--- src/common/macPkg.sv ---
////////////////////
// Shared constants and types of the bit-serial matrix MAC engine
// Digit size, counter widths, accumulator type and sequencer states
////////////////////

package macPkg;

    // Bits handled per serial step
    localparam int DigitBits = 2;

    // Digit counts and indices up to a 16-bit operand, plus the column range
    localparam int DigitCountBits = 4;

    // Width of C, D and the running result
    localparam int AccBits = 32;

    // Bit offset of an output digit inside the accumulator
    localparam int ShiftBits = 5;

    // One digit of an operand or of a partial product
    typedef logic [DigitBits-1:0] digit_t;

    // Digit count, digit index or output column
    typedef logic [DigitCountBits-1:0] digitCount_t;

    // Accumulator, C entry or D entry
    typedef logic [AccBits-1:0] acc_t;

    // Shift applied to a summed digit before it is added
    typedef logic [ShiftBits-1:0] shiftAmt_t;

    // Idle waits for a job, Run walks the digit pairs, Final emits the top
    // digit and Hold presents the result until it is taken
    typedef enum logic [1:0] {
        Idle,
        Run,
        Final,
        Hold
    } seqState_t;

endpackage

--- src/hw/sequencer/digitSequencer.sv ---
////////////////////
// Digit sequencer
// Walks the output columns and the digit pairs of each column, drives the
// digit selects, sign correction flags and both handshakes
////////////////////

`timescale 1ns/100ps

module digitSequencer (
    input  logic                clk_i,
    input  logic                rst_ni,
    input  macPkg::digitCount_t bitSizeA_i,
    input  macPkg::digitCount_t bitSizeB_i,
    input  logic                valid_i,
    input  logic                ready_i,
    output logic                ready_o,
    output logic                valid_o,
    output logic                start_o,
    output logic                newDigit_o,
    output logic                finalDigit_o,
    output logic                lastDigit_o,
    output logic                placeOne_o,
    output logic                invertA_o,
    output logic                invertB_o,
    output macPkg::digitCount_t selA_o,
    output macPkg::digitCount_t selB_o,
    output macPkg::shiftAmt_t   shift_o
);
    import macPkg::*;

    seqState_t   state;
    digitCount_t sizeA;
    digitCount_t sizeB;

    // Output column, pair index inside the column and lowest A digit of the column
    digitCount_t colCount;
    digitCount_t pairCount;
    digitCount_t lowOffset;

    digitCount_t highA;
    digitCount_t lastCol;
    digitCount_t nextLow;
    digitCount_t selA;
    digitCount_t selB;
    logic        lastPair;
    logic        accept;

    assign accept  = valid_i & ready_o;
    assign ready_o = (state == Idle) | ((state == Hold) & ready_i);
    assign valid_o = state == Hold;
    assign start_o = accept;

    // The last column with digit pairs; the column after it only holds carries
    assign lastCol = sizeA + sizeB - digitCount_t'(2);

    // Pairs of column c use A digits from max(0, c-sizeB+1) to min(c, sizeA-1)
    assign highA   = (colCount < sizeA) ? colCount : sizeA - digitCount_t'(1);
    assign nextLow = (colCount >= sizeB - digitCount_t'(1)) ?
                     colCount + digitCount_t'(2) - sizeB : '0;

    assign selA     = lowOffset + pairCount;
    assign selB     = colCount - selA;
    assign lastPair = selA == highA;

    // In the top column both selects point past any operand, so the multipliers
    // see zero digits there and only pass on their carry
    assign selA_o = (state == Run) ? selA : '1;
    assign selB_o = (state == Run) ? selB : '1;

    // The sign digit of an operand inverts its cross terms
    assign invertA_o = (state == Run) & (selA == sizeA - digitCount_t'(1));
    assign invertB_o = (state == Run) & (selB == sizeB - digitCount_t'(1));

    assign lastDigit_o  = ((state == Run) & lastPair) | (state == Final);
    assign newDigit_o   = lastDigit_o;
    assign finalDigit_o = state == Final;

    // Correction one at the top bit of the product
    assign placeOne_o = state == Final;

    assign shift_o = {colCount, 1'b0};

    always_ff @(posedge clk_i, negedge rst_ni) begin
        if (!rst_ni) begin
            state     <= Idle;
            sizeA     <= '0;
            sizeB     <= '0;
            colCount  <= '0;
            pairCount <= '0;
            lowOffset <= '0;
        end else begin
            case (state)
                Idle, Hold: begin
                    if (accept) begin
                        state     <= Run;
                        sizeA     <= bitSizeA_i;
                        sizeB     <= bitSizeB_i;
                        colCount  <= '0;
                        pairCount <= '0;
                        lowOffset <= '0;
                    end else if (state == Hold && ready_i) begin
                        state <= Idle;
                    end
                end
                Run: begin
                    if (lastPair) begin
                        pairCount <= '0;
                        colCount  <= colCount + digitCount_t'(1);
                        lowOffset <= nextLow;
                        if (colCount == lastCol) begin
                            state <= Final;
                        end
                    end else begin
                        pairCount <= pairCount + digitCount_t'(1);
                    end
                end
                Final: begin
                    state <= Hold;
                end
                default: begin
                    state <= Idle;
                end
            endcase
        end
    end

endmodule

--- src/hw/multiplier/serialMult.sv ---
////////////////////
// Serial element multiplier
// Forms one two-bit digit pair product per cycle with modified Baugh-Wooley
// sign handling and emits the product one output digit per column
////////////////////

`timescale 1ns/100ps

module serialMult #(
    parameter int MaxWidth = 16
) (
    input  logic                clk_i,
    input  logic                rst_ni,
    input  logic [MaxWidth-1:0] a_i,
    input  logic [MaxWidth-1:0] b_i,
    input  macPkg::digitCount_t selA_i,
    input  macPkg::digitCount_t selB_i,
    input  logic                invertA_i,
    input  logic                invertB_i,
    input  logic                placeOne_i,
    input  logic                start_i,
    input  logic                lastDigit_i,
    output macPkg::digit_t      prod_o
);
    import macPkg::*;

    localparam int Digits = MaxWidth / DigitBits;

    // Column sums stay below 20 per digit of the wider operand
    localparam int CarryBits = $clog2(32 * Digits);

    typedef logic [CarryBits-1:0] carry_t;

    logic [MaxWidth-1:0] aReg;
    logic [MaxWidth-1:0] bReg;
    digit_t digitA;
    digit_t digitB;
    logic   t00;
    logic   t01;
    logic   t10;
    logic   t11;
    carry_t term;
    carry_t corr;
    carry_t carry;
    carry_t colSum;

    // Operands are captured at acceptance so the inputs may move on
    always_ff @(posedge clk_i) begin
        if (start_i) begin
            aReg <= a_i;
            bReg <= b_i;
        end
    end

    // Selects beyond the operand return a zero digit
    always_comb begin
        digitA = '0;
        digitB = '0;
        for (int d = 0; d < Digits; d++) begin
            if (selA_i == digitCount_t'(d)) begin
                digitA = aReg[DigitBits*d +: DigitBits];
            end
            if (selB_i == digitCount_t'(d)) begin
                digitB = bReg[DigitBits*d +: DigitBits];
            end
        end
    end

    // Bit products against exactly one sign bit are inverted
    assign t00 = digitA[0] & digitB[0];
    assign t01 = (digitA[0] & digitB[1]) ^ invertB_i;
    assign t10 = (digitA[1] & digitB[0]) ^ invertA_i;
    assign t11 = (digitA[1] & digitB[1]) ^ (invertA_i ^ invertB_i);

    assign term = carry_t'(t00) + carry_t'({t01, 1'b0}) + carry_t'({t10, 1'b0})
                + carry_t'({t11, 2'b00});

    // The first cell of each sign row carries that row's correction one,
    // the top correction one arrives with placeOne_i
    always_comb begin
        corr = '0;
        if (invertA_i && selB_i == '0) begin
            corr = corr + carry_t'(2);
        end
        if (invertB_i && selA_i == '0) begin
            corr = corr + carry_t'(2);
        end
        if (placeOne_i) begin
            corr = corr + carry_t'(2);
        end
    end

    assign colSum = carry + term + corr;
    assign prod_o = colSum[DigitBits-1:0];

    // Within a column the pair terms pile up, at its end the overflow moves on
    always_ff @(posedge clk_i, negedge rst_ni) begin
        if (!rst_ni) begin
            carry <= '0;
        end else if (start_i) begin
            carry <= '0;
        end else if (lastDigit_i) begin
            carry <= colSum >> DigitBits;
        end else begin
            carry <= colSum;
        end
    end

endmodule

--- src/hw/multiplier/digitAdderTree.sv ---
////////////////////
// Digit adder tree
// Sums the K product digits of one output cell in a balanced tree
////////////////////

`timescale 1ns/100ps

module digitAdderTree #(
    parameter int K = 2
) (
    input  macPkg::digit_t [K-1:0]                      digits_i,
    input  logic                                        signedSum_i,
    output logic [macPkg::DigitBits+$clog2(K)-1:0]      sum_o
);
    import macPkg::*;

    localparam int SumBits = DigitBits + $clog2(K);
    localparam int Levels  = $clog2(K);
    localparam int Leaves  = 1 << Levels;

    typedef logic [SumBits-1:0] node_t;

    // Heap layout with the root at index 0 and leaves at the end
    node_t node [2*Leaves-1];

    always_comb begin
        for (int i = 0; i < Leaves; i++) begin
            if (i >= K) begin
                node[Leaves-1+i] = '0;
            end else if (signedSum_i) begin
                // Top digit of every product is a two's complement digit
                node[Leaves-1+i] = node_t'($signed(digits_i[i]));
            end else begin
                node[Leaves-1+i] = node_t'(digits_i[i]);
            end
        end
        for (int n = Leaves - 2; n >= 0; n--) begin
            node[n] = node[2*n+1] + node[2*n+2];
        end
    end

    assign sum_o = node[0];

endmodule

--- src/hw/result/cellAccumulator.sv ---
////////////////////
// Cell accumulator
// Starts from the C entry and adds each summed digit at its bit offset
////////////////////

`timescale 1ns/100ps

module cellAccumulator #(
    parameter int K = 2
) (
    input  logic                                   clk_i,
    input  logic                                   rst_ni,
    input  logic                                   start_i,
    input  logic                                   newDigit_i,
    input  logic                                   finalDigit_i,
    input  macPkg::acc_t                           c_i,
    input  macPkg::shiftAmt_t                      shift_i,
    input  logic [macPkg::DigitBits+$clog2(K)-1:0] sum_i,
    output macPkg::acc_t                           d_o
);
    import macPkg::*;

    acc_t accReg;
    acc_t sumExt;

    // Only the top digit column is signed, all lower columns are magnitudes
    always_comb begin
        if (finalDigit_i) begin
            sumExt = acc_t'($signed(sum_i));
        end else begin
            sumExt = acc_t'(sum_i);
        end
    end

    // Wrap-around addition keeps D modulo 2^32
    always_ff @(posedge clk_i, negedge rst_ni) begin
        if (!rst_ni) begin
            accReg <= '0;
        end else if (start_i) begin
            accReg <= c_i;
        end else if (newDigit_i) begin
            accReg <= accReg + (sumExt << shift_i);
        end
    end

    assign d_o = accReg;

endmodule

--- src/hw/matMacTop.sv ---
////////////////////
// Matrix MAC top
// Computes D = A*B + C bit-serially over an M x N grid of cells
////////////////////

`timescale 1ns/100ps

module matMacTop #(
    parameter int M        = 2,
    parameter int N        = 2,
    parameter int K        = 2,
    parameter int MaxWidth = 16
) (
    input  logic                                clk_i,
    input  logic                                rst_ni,
    input  logic [M-1:0][K-1:0][MaxWidth-1:0]   a_i,
    input  logic [K-1:0][N-1:0][MaxWidth-1:0]   b_i,
    input  macPkg::acc_t [M-1:0][N-1:0]         c_i,
    input  macPkg::digitCount_t                 bitSizeA_i,
    input  macPkg::digitCount_t                 bitSizeB_i,
    input  logic                                valid_i,
    output logic                                ready_o,
    output logic                                valid_o,
    input  logic                                ready_i,
    output macPkg::acc_t [M-1:0][N-1:0]         d_o
);
    import macPkg::*;

    localparam int SumBits = DigitBits + $clog2(K);

    logic        start;
    logic        newDigit;
    logic        finalDigit;
    logic        lastDigit;
    logic        placeOne;
    logic        invertA;
    logic        invertB;
    digitCount_t selA;
    digitCount_t selB;
    shiftAmt_t   shift;

    digitSequencer u_digitSequencer (
        .clk_i        (clk_i),
        .rst_ni       (rst_ni),
        .bitSizeA_i   (bitSizeA_i),
        .bitSizeB_i   (bitSizeB_i),
        .valid_i      (valid_i),
        .ready_i      (ready_i),
        .ready_o      (ready_o),
        .valid_o      (valid_o),
        .start_o      (start),
        .newDigit_o   (newDigit),
        .finalDigit_o (finalDigit),
        .lastDigit_o  (lastDigit),
        .placeOne_o   (placeOne),
        .invertA_o    (invertA),
        .invertB_o    (invertB),
        .selA_o       (selA),
        .selB_o       (selB),
        .shift_o      (shift)
    );

    for (genvar r = 0; r < M; r++) begin : gen_row
        for (genvar c = 0; c < N; c++) begin : gen_col
            digit_t [K-1:0]     prods;
            logic [SumBits-1:0] cellSum;

            // One multiplier per term of the dot product
            for (genvar k = 0; k < K; k++) begin : gen_term
                serialMult #(
                    .MaxWidth (MaxWidth)
                ) u_serialMult (
                    .clk_i       (clk_i),
                    .rst_ni      (rst_ni),
                    .a_i         (a_i[r][k]),
                    .b_i         (b_i[k][c]),
                    .selA_i      (selA),
                    .selB_i      (selB),
                    .invertA_i   (invertA),
                    .invertB_i   (invertB),
                    .placeOne_i  (placeOne),
                    .start_i     (start),
                    .lastDigit_i (lastDigit),
                    .prod_o      (prods[k])
                );
            end

            digitAdderTree #(
                .K (K)
            ) u_digitAdderTree (
                .digits_i    (prods),
                .signedSum_i (finalDigit),
                .sum_o       (cellSum)
            );

            cellAccumulator #(
                .K (K)
            ) u_cellAccumulator (
                .clk_i        (clk_i),
                .rst_ni       (rst_ni),
                .start_i      (start),
                .newDigit_i   (newDigit),
                .finalDigit_i (finalDigit),
                .c_i          (c_i[r][c]),
                .shift_i      (shift),
                .sum_i        (cellSum),
                .d_o          (d_o[r][c])
            );
        end
    end

endmodule

--- config.mk ---
export PLATFORM = sky130hd
export DESIGN_NAME = matMacTop
export DESIGN_NICKNAME = d
export VERILOG_FILES = /design/src/common/macPkg.sv /design/src/hw/sequencer/digitSequencer.sv /design/src/hw/multiplier/serialMult.sv /design/src/hw/multiplier/digitAdderTree.sv /design/src/hw/result/cellAccumulator.sv /design/src/hw/matMacTop.sv
export SDC_FILE = /design/constraint.sdc
export NUM_CORES = 1
export LEC_CHECK = 0
export ABC_AREA = 1
export BUFFER_PORTS_ARGS = -buffer_cell sky130_fd_sc_hd__buf_2
export CAP_MARGIN = 20
export CELL_PAD_IN_SITES_DETAIL_PLACEMENT = 0
export CELL_PAD_IN_SITES_GLOBAL_PLACEMENT = 1
export CORE_MARGIN = 3
export CORE_UTILIZATION = 40
export CTS_BUF_LIST = sky130_fd_sc_hd__clkbuf_16
export CTS_CLUSTER_SIZE = 10
export DETAILED_ROUTE_END_ITERATION = 8
export PLACE_DENSITY = 0.86
export RECOVER_POWER = 50
export SKIP_LAST_GASP = 1
export SLEW_MARGIN = 20
export SYNTH_ARGS = -nofsm -noshare
export SYNTH_HDL_FRONTEND = slang
export SYNTH_SLANG_ARGS = --single-unit
--- constraint.sdc ---
create_clock -name clk_i -period 12.3 [get_ports clk_i]
set_clock_uncertainty 0.1 [all_clocks]
set_input_delay 0.615 -clock clk_i [delete_from_list [all_inputs] [get_ports clk_i]]
set_output_delay 0.615 -clock clk_i [all_outputs]
set_load 0.05 [all_outputs]
Word level (Yosys, flattened, before mapping)
Index checks and enable logic that the tools add are counted.

word-level totals
  register bits = 342
  input bits = 268
  output and inout port bits = 130
  word-level logic and storage cells = 313

operators by class
  add/subtract/negate cells = 60
  order comparisons = 2
  equality and inequality tests = 25
  shifts and indexed selects = 4
  muxes and demuxes = 119
  bitwise operators = 64
  reduce and logical (&&, ||, !) cells = 13

operators by type and width
  operator             count
  $mux 32              12
  $mux 8               18
  $mux 2               69
  $add 32x32->32       4
  $add 8x8->8          16
  $shl 32x5->32        4
  $add 8x2->8          8
  $add 8x3->8          8
  $and 1x1->1          37
  $eq 4x3->1 const B   8
  $mux 4               8
  $xor 1x1->1          25
  $add 1x2->3          8
  $mux 3               8
  $pmux 4 s2           3
  $add 8x2->8 const B  2
  $eq 4x2->1 const B   4
  $eq 4x4->1           4
  $add 3x3->3          4
  $add 4x1->4 const B  2
  $add 4x4->4          2
  $eq 4x1->1 const B   2
  $logic_not 4->1      2
  $sub 4x1->4 const B  2
  18 further kinds     27

Logic depth before layout (Yosys ltp)
Gate-level depths: netlist of run 1.

  depth in word-level cells = 26
  gate-level depth with buffers = 57
  gate-level depth less buffers = 56

By module
From an unflattened synthesis of run 1, not the netlist that was laid out.

unflattened totals
  cell total of the unflattened synthesis = 4735
  area, all modules = 35437.7 um2

by module, submodules not included
  module           times used  cells each  area an instance (um2)
  serialMult       8           217         2157.1
  cellAccumulator  4           665         3922.5
  digitSequencer   1           295         2220.9
  digitAdderTree   4           11          67.6

Worst setup path after synthesis of run 1
No wires, ideal clock.

  path type = register to register
  start = register u_digitSequencer.colCount[0]
  end = register gen_row[0].gen_col[0].u_cellAccumulator.accReg[21]
  arrival = 8.160 ns
  required time = 12.131 ns
  slack = 3.972 ns
  stages on the path, launching flop included = 43
  period minus slack after synthesis = 8.328 ns
  cell sequence = dfrtp_1 buf_2 inv_2 clkbuf_1 clkbuf_1 ha_1 fa_1 inv_1 o21ai_0 a2111oi_0 o21ai_0 a21oi_1 nand3_2 clkinv_1 nand2_1 ha_1 xor2_1 inv_1 [... 7 more ...] nor2_1 nand2_1 nor2_1 ha_1 a21oi_1 nand2_1 a21boi_0 o21ai_0 a21oi_1 o21ai_0 nand2_1 nand2_1 a21oi_1 o21ai_0 a21oi_1 xnor2_1 nand2_1 nand3_1

on the way
  cells in the longest elaborated chain, start to end = 25
  elaborated cells between the ends (all ways) = 69
  those cells by class = add/sub (15); order compare (1); eq/ne (9); shift (1); mux (26); bitwise (13); reduce/logical (4)

ends and longest elaborated chain
  item                      RTL line                            RTL
  start, declared           digitSequencer.sv:36                digitCount_t colCount;
  start signal, assigned    digitSequencer.sv:108               colCount <= colCount + digitCount_t'(1);
  $sub 4x4->4               digitSequencer.sv:62                assign selB = colCount - selA;
  $mux 4                    digitSequencer.sv:68                assign selB_o = (state == Run) ? selB : '1;
  $logic_not 4->1           serialMult.sv:63, serialMult.sv:82
  $mux 2                    serialMult.sv:63                    if (selB_i == digitCount_t'(d)) begin
  $mux 2 (3 in a row)       -
  $mux 2                    serialMult.sv:63
  $mux 2 (2 in a row)       -
  $mux 2                    serialMult.sv:63
  [... 5 more ...]          -
  $add 8x8->8 (2 in a row)  serialMult.sv:93                    assign colSum = carry + term + corr;
  $mux 3                    digitAdderTree.sv:30                end else if (signedSum_i) begin
  $add 3x3->3               digitAdderTree.sv:38                node[n] = node[2*n+1] + node[2*n+2];
  $mux 32                   cellAccumulator.sv:28               if (finalDigit_i) begin
  $shl 32x5->32             cellAccumulator.sv:42               accReg <= accReg + (sumExt << shift_i);
  $add 32x32->32            cellAccumulator.sv:42
  $mux 32                   cellAccumulator.sv:41               end else if (newDigit_i) begin
  $mux 32                   cellAccumulator.sv:39               end else if (start_i) begin
  end signal, assigned      cellAccumulator.sv:40               accReg <= c_i;
  end signal, assigned      cellAccumulator.sv:42
  end, declared             cellAccumulator.sv:23               acc_t accReg;

Parallel ways exist; a longest one is shown, timed or not. The select of a mux whose other input is x is not followed.
A chain may end at the register's enable or synchronous reset.

Worst setup path after layout of run 1
Same ends and word-level chain as after synthesis.

==> run_results.csv, run 1 <==
group,metric,value,unit
run_status,status,"complete, but fails checks",
run_status,violations,"max-capacitance violations, max-slew violations",
cts,numCtsBuffers,44,
die,initial_utilization,0.406,
setup_path,crit_type,"flip-flop to flip-flop",
setup_path,critical-path-top-delay-family,"adder cells",
timing,slew_violations,166,
die,die_y,257,um
cts,clk_path_buf_depth,3,
global_route,overflow,0,
timing,tns,0,ns
synth,synthArstFlopShare,0.626,
cts,cts_root_buf,"clkbuf_16",
hold_path,hp-class,"primary input to flip-flop",
synth,postSynthCellCount,3197,
global_route,grt_pass1_wl,130000,um
cts,cts_setup_buffers,0,
synth,synth-seq-area-share,0.365,
drt,dr.pass1.iters,5,
cts,clkTransAtPathRegs,0.06,ns
die,core_area,62100,um^2
synth,synth_edf_count,128,
synth,yosys-top-cells-area,"dfrtp_1 21%, edfxtp_1 15%, nand2_1 12%",
global_route,grt_max_degree,116,
drt,via_count,23678,
drt,post_drt_wl_per_cell,18.9,um
synth,netlist-cell-type-count,59,
cts,clk_latency,0.60,ns
die,rows,91,
setup_path,critPathMaxFanout,27,
placed_design,numPortBuffers,397,
timing,grt_setup_unrepaired,"false",
global_route,track_usage,0.248,
global_route,grt_pass1_vias,22897,
die,die_area,66000,um^2
cts,cts_tree,"yes",
synth,syn_nets,3712,
synth,yosys.area.top_type,"dfrtp_1",
cts,htreeDepth,2,
setup_path,crit_path_start_kind,"flip-flop",
drt,viasPerCell,5.34,
timing,fin_crit,10.19,ns
setup_path,arrival,10.59,ns
die,num_io_pins,398,
drt,ant_nets,0,
timing,hold_viol,0,
die,die_w,257,um
timing,worst_pin_slew,6.02,ns
placed_design,hpwl,64100,um
timing,max_freq,0.0981,GHz
final_layout,area_delta_synth_final,15.7,%
global_route,antenna_found_initial,7,
timing,slew_headroom,-3.01,
drt,drcViolationCount,0,
setup_path,crit_required,12.70,ns
synth,netlist.area_leader.share,0.213,
synth,ys_seq_elements,342,
job,max-cap-violations,2,
setup_path,crit_slowest_cell,"dfrtp_1",
cts,clock-sinks,342,
placed_design,gp_congestion,0.943,
timing,finalSetupViolations,0,
synth,syn_area_per_cell,7.88,um^2
setup_path,end_kind,"flip-flop",
cts,cts_resized,0,
final_layout,layout-drive-gt1-share,0.108,
synth,synth_area,25200,um^2
synth,yosys_warnings,0,
setup_path,slowest_delay,0.62,ns
setup_path,cp_num_buf_inv,6,
drt,wl,84000,um
synth,synthTopCellsByCount,"808 x nand2_1, 298 x a21oi_1, 288 x inv_1",
final_layout,fin_nets,4076,
synth,ys.flop_type,"dfrtp_1",
timing,post-route-period-util,0.829,
drt,drt_iter0_drc,1869,
synth,synthMostInstantiatedCell,"nand2_1",
==> routing by layer <==
layer / track usage / part of all wire
met5: 0 / 0.00029
met4: 0.0605 / 0.020
met3: 0.0403 / 0.060
met2: 0.418 / 0.48
met1: 0.334 / 0.44
==> layout make-up <==
class | count | area, um^2
Antenna cell | 4 | 10.0
Tap cell | 837 | 1050
Timing Repair Buffer | 413 | 1940
Fill cell | 6308 | 32900
Multi-Input combinational cell | 2461 | 14400
Sequential cell | 342 | 9200
Clock buffer | 44 | 1100
Inverter | 299 | 1140
Clock inverter | 36 | 275
==> final timing paths <==
check,start,slack [ns],endpoint,cells past startpoint
min in group asynchronous,rst_ni,2.75,u_digitSequencer.sizeA[2],2
max,u_digitSequencer.colCount[0],2.11,gen_row[0].gen_col[0].u_cellAccumulator.d_o[21],39
max reg2reg,u_digitSequencer.colCount[0],2.11,gen_row[0].gen_col[0].u_cellAccumulator.d_o[21],39
max in group asynchronous,rst_ni,3.88,gen_row[1].gen_col[0].u_cellAccumulator.d_o[26],4
min,a_i[57],0.09,flip-flop,1
min reg2reg,u_digitSequencer.lowOffset[0],0.40,u_digitSequencer.lowOffset[0],2
==> per-stage QoR <==
step                hold WS, ns  worst slack, ns  cells  instance area [um^2]   util
floorplan                 0.219             3.97   3197                 25200      -
global placement          0.379             2.68   4351                 27900  0.450
detailed placement        0.383             2.30   4351                 27900  0.450
CTS                      0.0544             2.26   4432                 29300  0.472
global route             0.0648             1.30   4436                 29200  0.470
finish                   0.0857             2.11   4436                 29200  0.470
==> worst register-to-register path: cells and delay by family (launching register included) <==
| kind | cells | cell delay, ns |
|---|---|---|
| adders and majority gates | 7 | 3.05 |
| AOI/OAI and AO/OA | 13 | 2.90 |
| buffers and inverters | 6 | 1.25 |
| and+or+nand+nor | 10 | 1.16 |
| xor gates and xnor gates | 3 | 1.03 |
| DFF | 1 | 0.62 |
==> cell usage in the layout, fill, tap and decap left out, types with 128 or more instances in the layout <==
cell type	count
nor2_1	237
a21oi_1	298
inv_1	304
o21ai_0	210
ha_1	211
nand2_1	807
edfxtp_1	128
buf_2	261
dfrtp_1	213
nand3_1	175
clkbuf_1	137
==> flip-flops by register name, indices dropped and copies added (netlist names) <==
signal	flops
u_digitSequencer.colCount	4
u_digitSequencer.lowOffset	4
gen_row.gen_col.gen_term.u_serialMult.aReg	64
gen_row.gen_col.gen_term.u_serialMult.bReg	64
u_digitSequencer.sizeA	4
u_digitSequencer.state	2
u_digitSequencer.sizeB	4
gen_row.gen_col.gen_term.u_serialMult.carry	64
gen_row.gen_col.u_cellAccumulator.d_o	128
u_digitSequencer.pairCount	4
==> kinds of logic (layout without fill, tap and decap cells) <==
kind of cell / after synthesis / in the layout / synth area share
flops: 342 / 342 / 0.365
buf+inv: 394 / 792 / 0.0617
fa+ha+maj: 247 / 247 / 0.133
compound gates: 719 / 719 / 0.165
other cells: 0 / 4 / 0
simple gates: 1360 / 1360 / 0.228
xor+xnor: 135 / 135 / 0.0472
==> timing repair <==
| action | in CTS | in global routing |
|---|---|---|
| hold buffers | 1 | 0 |
| endpoints found under the hold margin | 5 | 0 |
| endpoints found under the setup margin | 0 | 0 |
Power of run 1 is left out: the tool's default activity adds up to more than one toggle a clock period on the data nets, which glitch-free logic cannot reach.
==> run 2, diff against run 1 <==
ABC_AREA = 0   (was 1)
PLACE_DENSITY = 0.87   (was 0.86)
clock period = 8.4 ns   (was 12.3 ns; I/O delays follow)
==> run 2 against run 1 <==
Against the previous run: the flow finishes with violations (max-capacitance violations, max-slew violations, negative setup slack); hold slack got worse by 0.067 ns; non-clock buffer count rose by 543; utilization rose by 9.3 points; critical path depth fell by 4; flip-flop and latch count did not move; routed wire length rose by 9.3%; final cell count rose by 4.3%; synthesized cell count fell by 9.7%; critical endpoint is now gen_row[0].gen_col[1].u_cellAccumulator.d_o[30]; highest routed layer unchanged.
==> run_results.csv, run 2 <==
group,metric,value,unit
synth,synth_edf_count,128,
timing,timing.final.ws_setup,-0.152,ns
cts,numCtsBuffers,43,
run_status,status,"complete, but fails checks",
cts,clkTransAtPathRegs,0.06,ns
drt,viasPerCell,5.55,
setup_path,crit_slowest_cell,"fa_1",
synth,netlist-cell-type-count,86,
cts,clock-sinks,342,
final_layout,final_common_cell,"buf_4",
drt,ant_nets,0,
drt,dr.pass1.iters,8,
setup_path,slowest_delay,0.52,ns
setup_path,critPathMaxFanout,6,
synth,syn_area_per_cell,8.82,um^2
timing,grt_setup_unrepaired,"true",
hold_path,hp-class,"primary input to flip-flop",
global_route,grt_pass1_vias,25516,
synth,netlist.area_leader.share,0.210,
drt,drcViolationCount,0,
final_layout,area_delta_synth_final,37.8,%
cts,cts_tree,"yes",
cts,clk_latency,0.60,ns
die,initial_utilization,0.408,
synth,postSynthCellCount,2888,
final_layout,fill_cells,5582,
placed_design,place_area,30200,um^2
timing,fin_crit,8.55,ns
synth,synthMostInstantiatedCell,"a21oi_1",
final_layout,layout-drive-gt1-share,0.230,
final_layout,largest_reg_flops,128,
die,num_io_pins,398,
drt,drt_iter0_drc,2006,
cts,clk_path_buf_depth,3,
timing,slew_violations,217,
setup_path,arrival,8.91,ns
synth,synthAdderAreaFrac,0.132,
placed_design,numPortBuffers,397,
die,core_area,62400,um^2
synth,yosys-top-cells-area,"dfrtp_1 21%, edfxtp_1 15%, ha_1 10%",
run_status,violations,"max-capacitance violations, max-slew violations, negative setup slack",
setup_path,crit_required,8.76,ns
synth,synthMuxAreaShare,0.0193,
global_route,grt_max_degree,132,
placed_design,place_ws,-0.327,ns
synth,synth_top_family_by_area,"compound AO/OA/AOI/OAI gates",
final_layout,utilization,0.563,
synth,synth-simple-area-share,0.158,
die,die_y,258,um
drt,via_count,25671,
die,rows,91,
final_layout,fin_nets,4268,
global_route,overflow,0,
synth,ys.flop_type,"dfrtp_1",
cts,htreeDepth,2,
synth,ys_seq_elements,342,
timing,finalSetupViolations,26,
synth,synth_compound_area_frac,0.218,
die,die_area,66700,um^2
timing,worst_pin_slew,6.06,ns
synth,synth-seq-area-share,0.361,
setup_path,crit_type,"flip-flop to flip-flop",
job,max-cap-violations,2,
cts,cts_root_buf,"clkbuf_16",
timing,tns,-2.17,ns
drt,wl,91800,um
placed_design,hpwl,63200,um
placed_design,gp_congestion,0.940,
setup_path,end_kind,"flip-flop",
synth,synthArstFlopShare,0.626,
synth,synth_xor_area_frac,0.0740,
timing,max_freq,0.117,GHz
global_route,track_usage,0.265,
timing,slew_headroom,-3.04,
synth,synth_area,25500,um^2
final_layout,stdcell_area,35100,um^2
synth,synthTopCellsByCount,"327 x a21oi_1, 317 x nor2_1, 284 x nand2_1",
global_route,grt_pass1_wl,141000,um
timing,hold_viol,0,
synth,yosys.area.top_type,"dfrtp_1",
drt,post_drt_wl_per_cell,19.9,um
setup_path,crit_path_start_kind,"flip-flop",
die,die_w,258,um
timing,post-route-period-util,1.02,
final_layout,final_cell_mix,"295 x buf_4, 294 x nor2_1, 272 x nand2_1, 271 x a21oi_1, 263 x buf_2",
synth,yosys_warnings,0,
synth,syn_nets,3403,
global_route,antenna_found_initial,8,
[run 2: cell types whose count changed after synthesis, sizes merged, moves of 34 or more]
cell,previous run,this run
nand4,56,10
nor2,242,317
nor2b,0,39
clkbuf,57,110
nand2,823,284
o211ai,84,11
nand3,182,48
a21o,5,69
inv,297,111
nand2b,0,34
xnor2,56,140
[run 2: cell type report]
class / count / area, um^2 / share of cell area
Inverter: 114 / 440 / 0.0125
Sequential cell: 342 / 9200 / 0.262
Tap cell: 837 / 1050 / 0.0298
Clock inverter: 33 / 250 / 0.00713
Antenna cell: 6 / 15.0 / 0.000428
Clock buffer: 43 / 1080 / 0.0306
Multi-Input combinational cell: 2296 / 16400 / 0.467
Timing Repair Buffer: 956 / 6700 / 0.191
[run 2: critical path, delay by kind of cell (launching register included)]
family                   cells  cell delay, ns
XOR/XNOR                     6            1.38
flip-flops                   1            0.41
AO/OA/AOI/OAI               13            2.00
AND/OR/NAND/NOR              4            0.98
buffers and inverters        4            0.45
adder cells (fa/ha/maj)      8            3.07
[run 2: logic make-up after synthesis]
| group | after synthesis |
|---|---|
| multiplexers | 38 |
| adder cells (fa/ha/maj) | 247 |
| AO/OA/AOI/OAI | 908 |
| XOR/XNOR | 211 |
| flip-flops | 342 |
| buffers and inverters | 250 |
| AND/OR/NAND/NOR | 892 |
[run 2: through the flow]
step                hold WS [ns]  instances
finish                    0.0188       4627
floorplan                 0.0244       2888
CTS                     0.000581       4581
global placement           0.381       4240
detailed placement         0.396       4240
global route              0.0181       4627
[run 2: path summary, 6_finish.rpt]
| check | start | end | slack [ns] | depth (start not counted) |
|---|---|---|---|---|
| setup / recovery | u_digitSequencer.lowOffset[0] | gen_row[0].gen_col[1].u_cellAccumulator.d_o[30] | -0.15 | 35 |
| hold / removal | c_i[1] | gen_row[0].gen_col[0].u_cellAccumulator.d_o[1] | 0.02 | 3 |
| setup reg to reg | u_digitSequencer.lowOffset[0] | gen_row[0].gen_col[1].u_cellAccumulator.d_o[30] | -0.15 | 35 |
| hold reg to reg | u_digitSequencer.lowOffset[3] | u_digitSequencer.lowOffset[3] | 0.40 | 2 |
| max in group asynchronous | rst_ni | u_digitSequencer.colCount[1] | 1.31 | 3 |
| min in group asynchronous | rst_ni | gen_row[0].gen_col[1].u_cellAccumulator.d_o[7] | 2.52 | 2 |
[run 2: timing repair]
action                                 4_1_cts  5_1_grt
gates cloned                                 0        0
pin swaps                                   31      124
setup buffers                               14       41
endpoints found under the hold margin      354        0
gates resized for setup                     39      186
setup endpoints to repair                   40       80
hold buffers                               251        0
[run 2: routing by layer]
metal	track usage	part of all wire
met1	0.349	0.42
met2	0.436	0.47
met3	0.0445	0.067
met4	0.104	0.042
met5	0	0.00026
Power of run 2 is left out for the same reason.
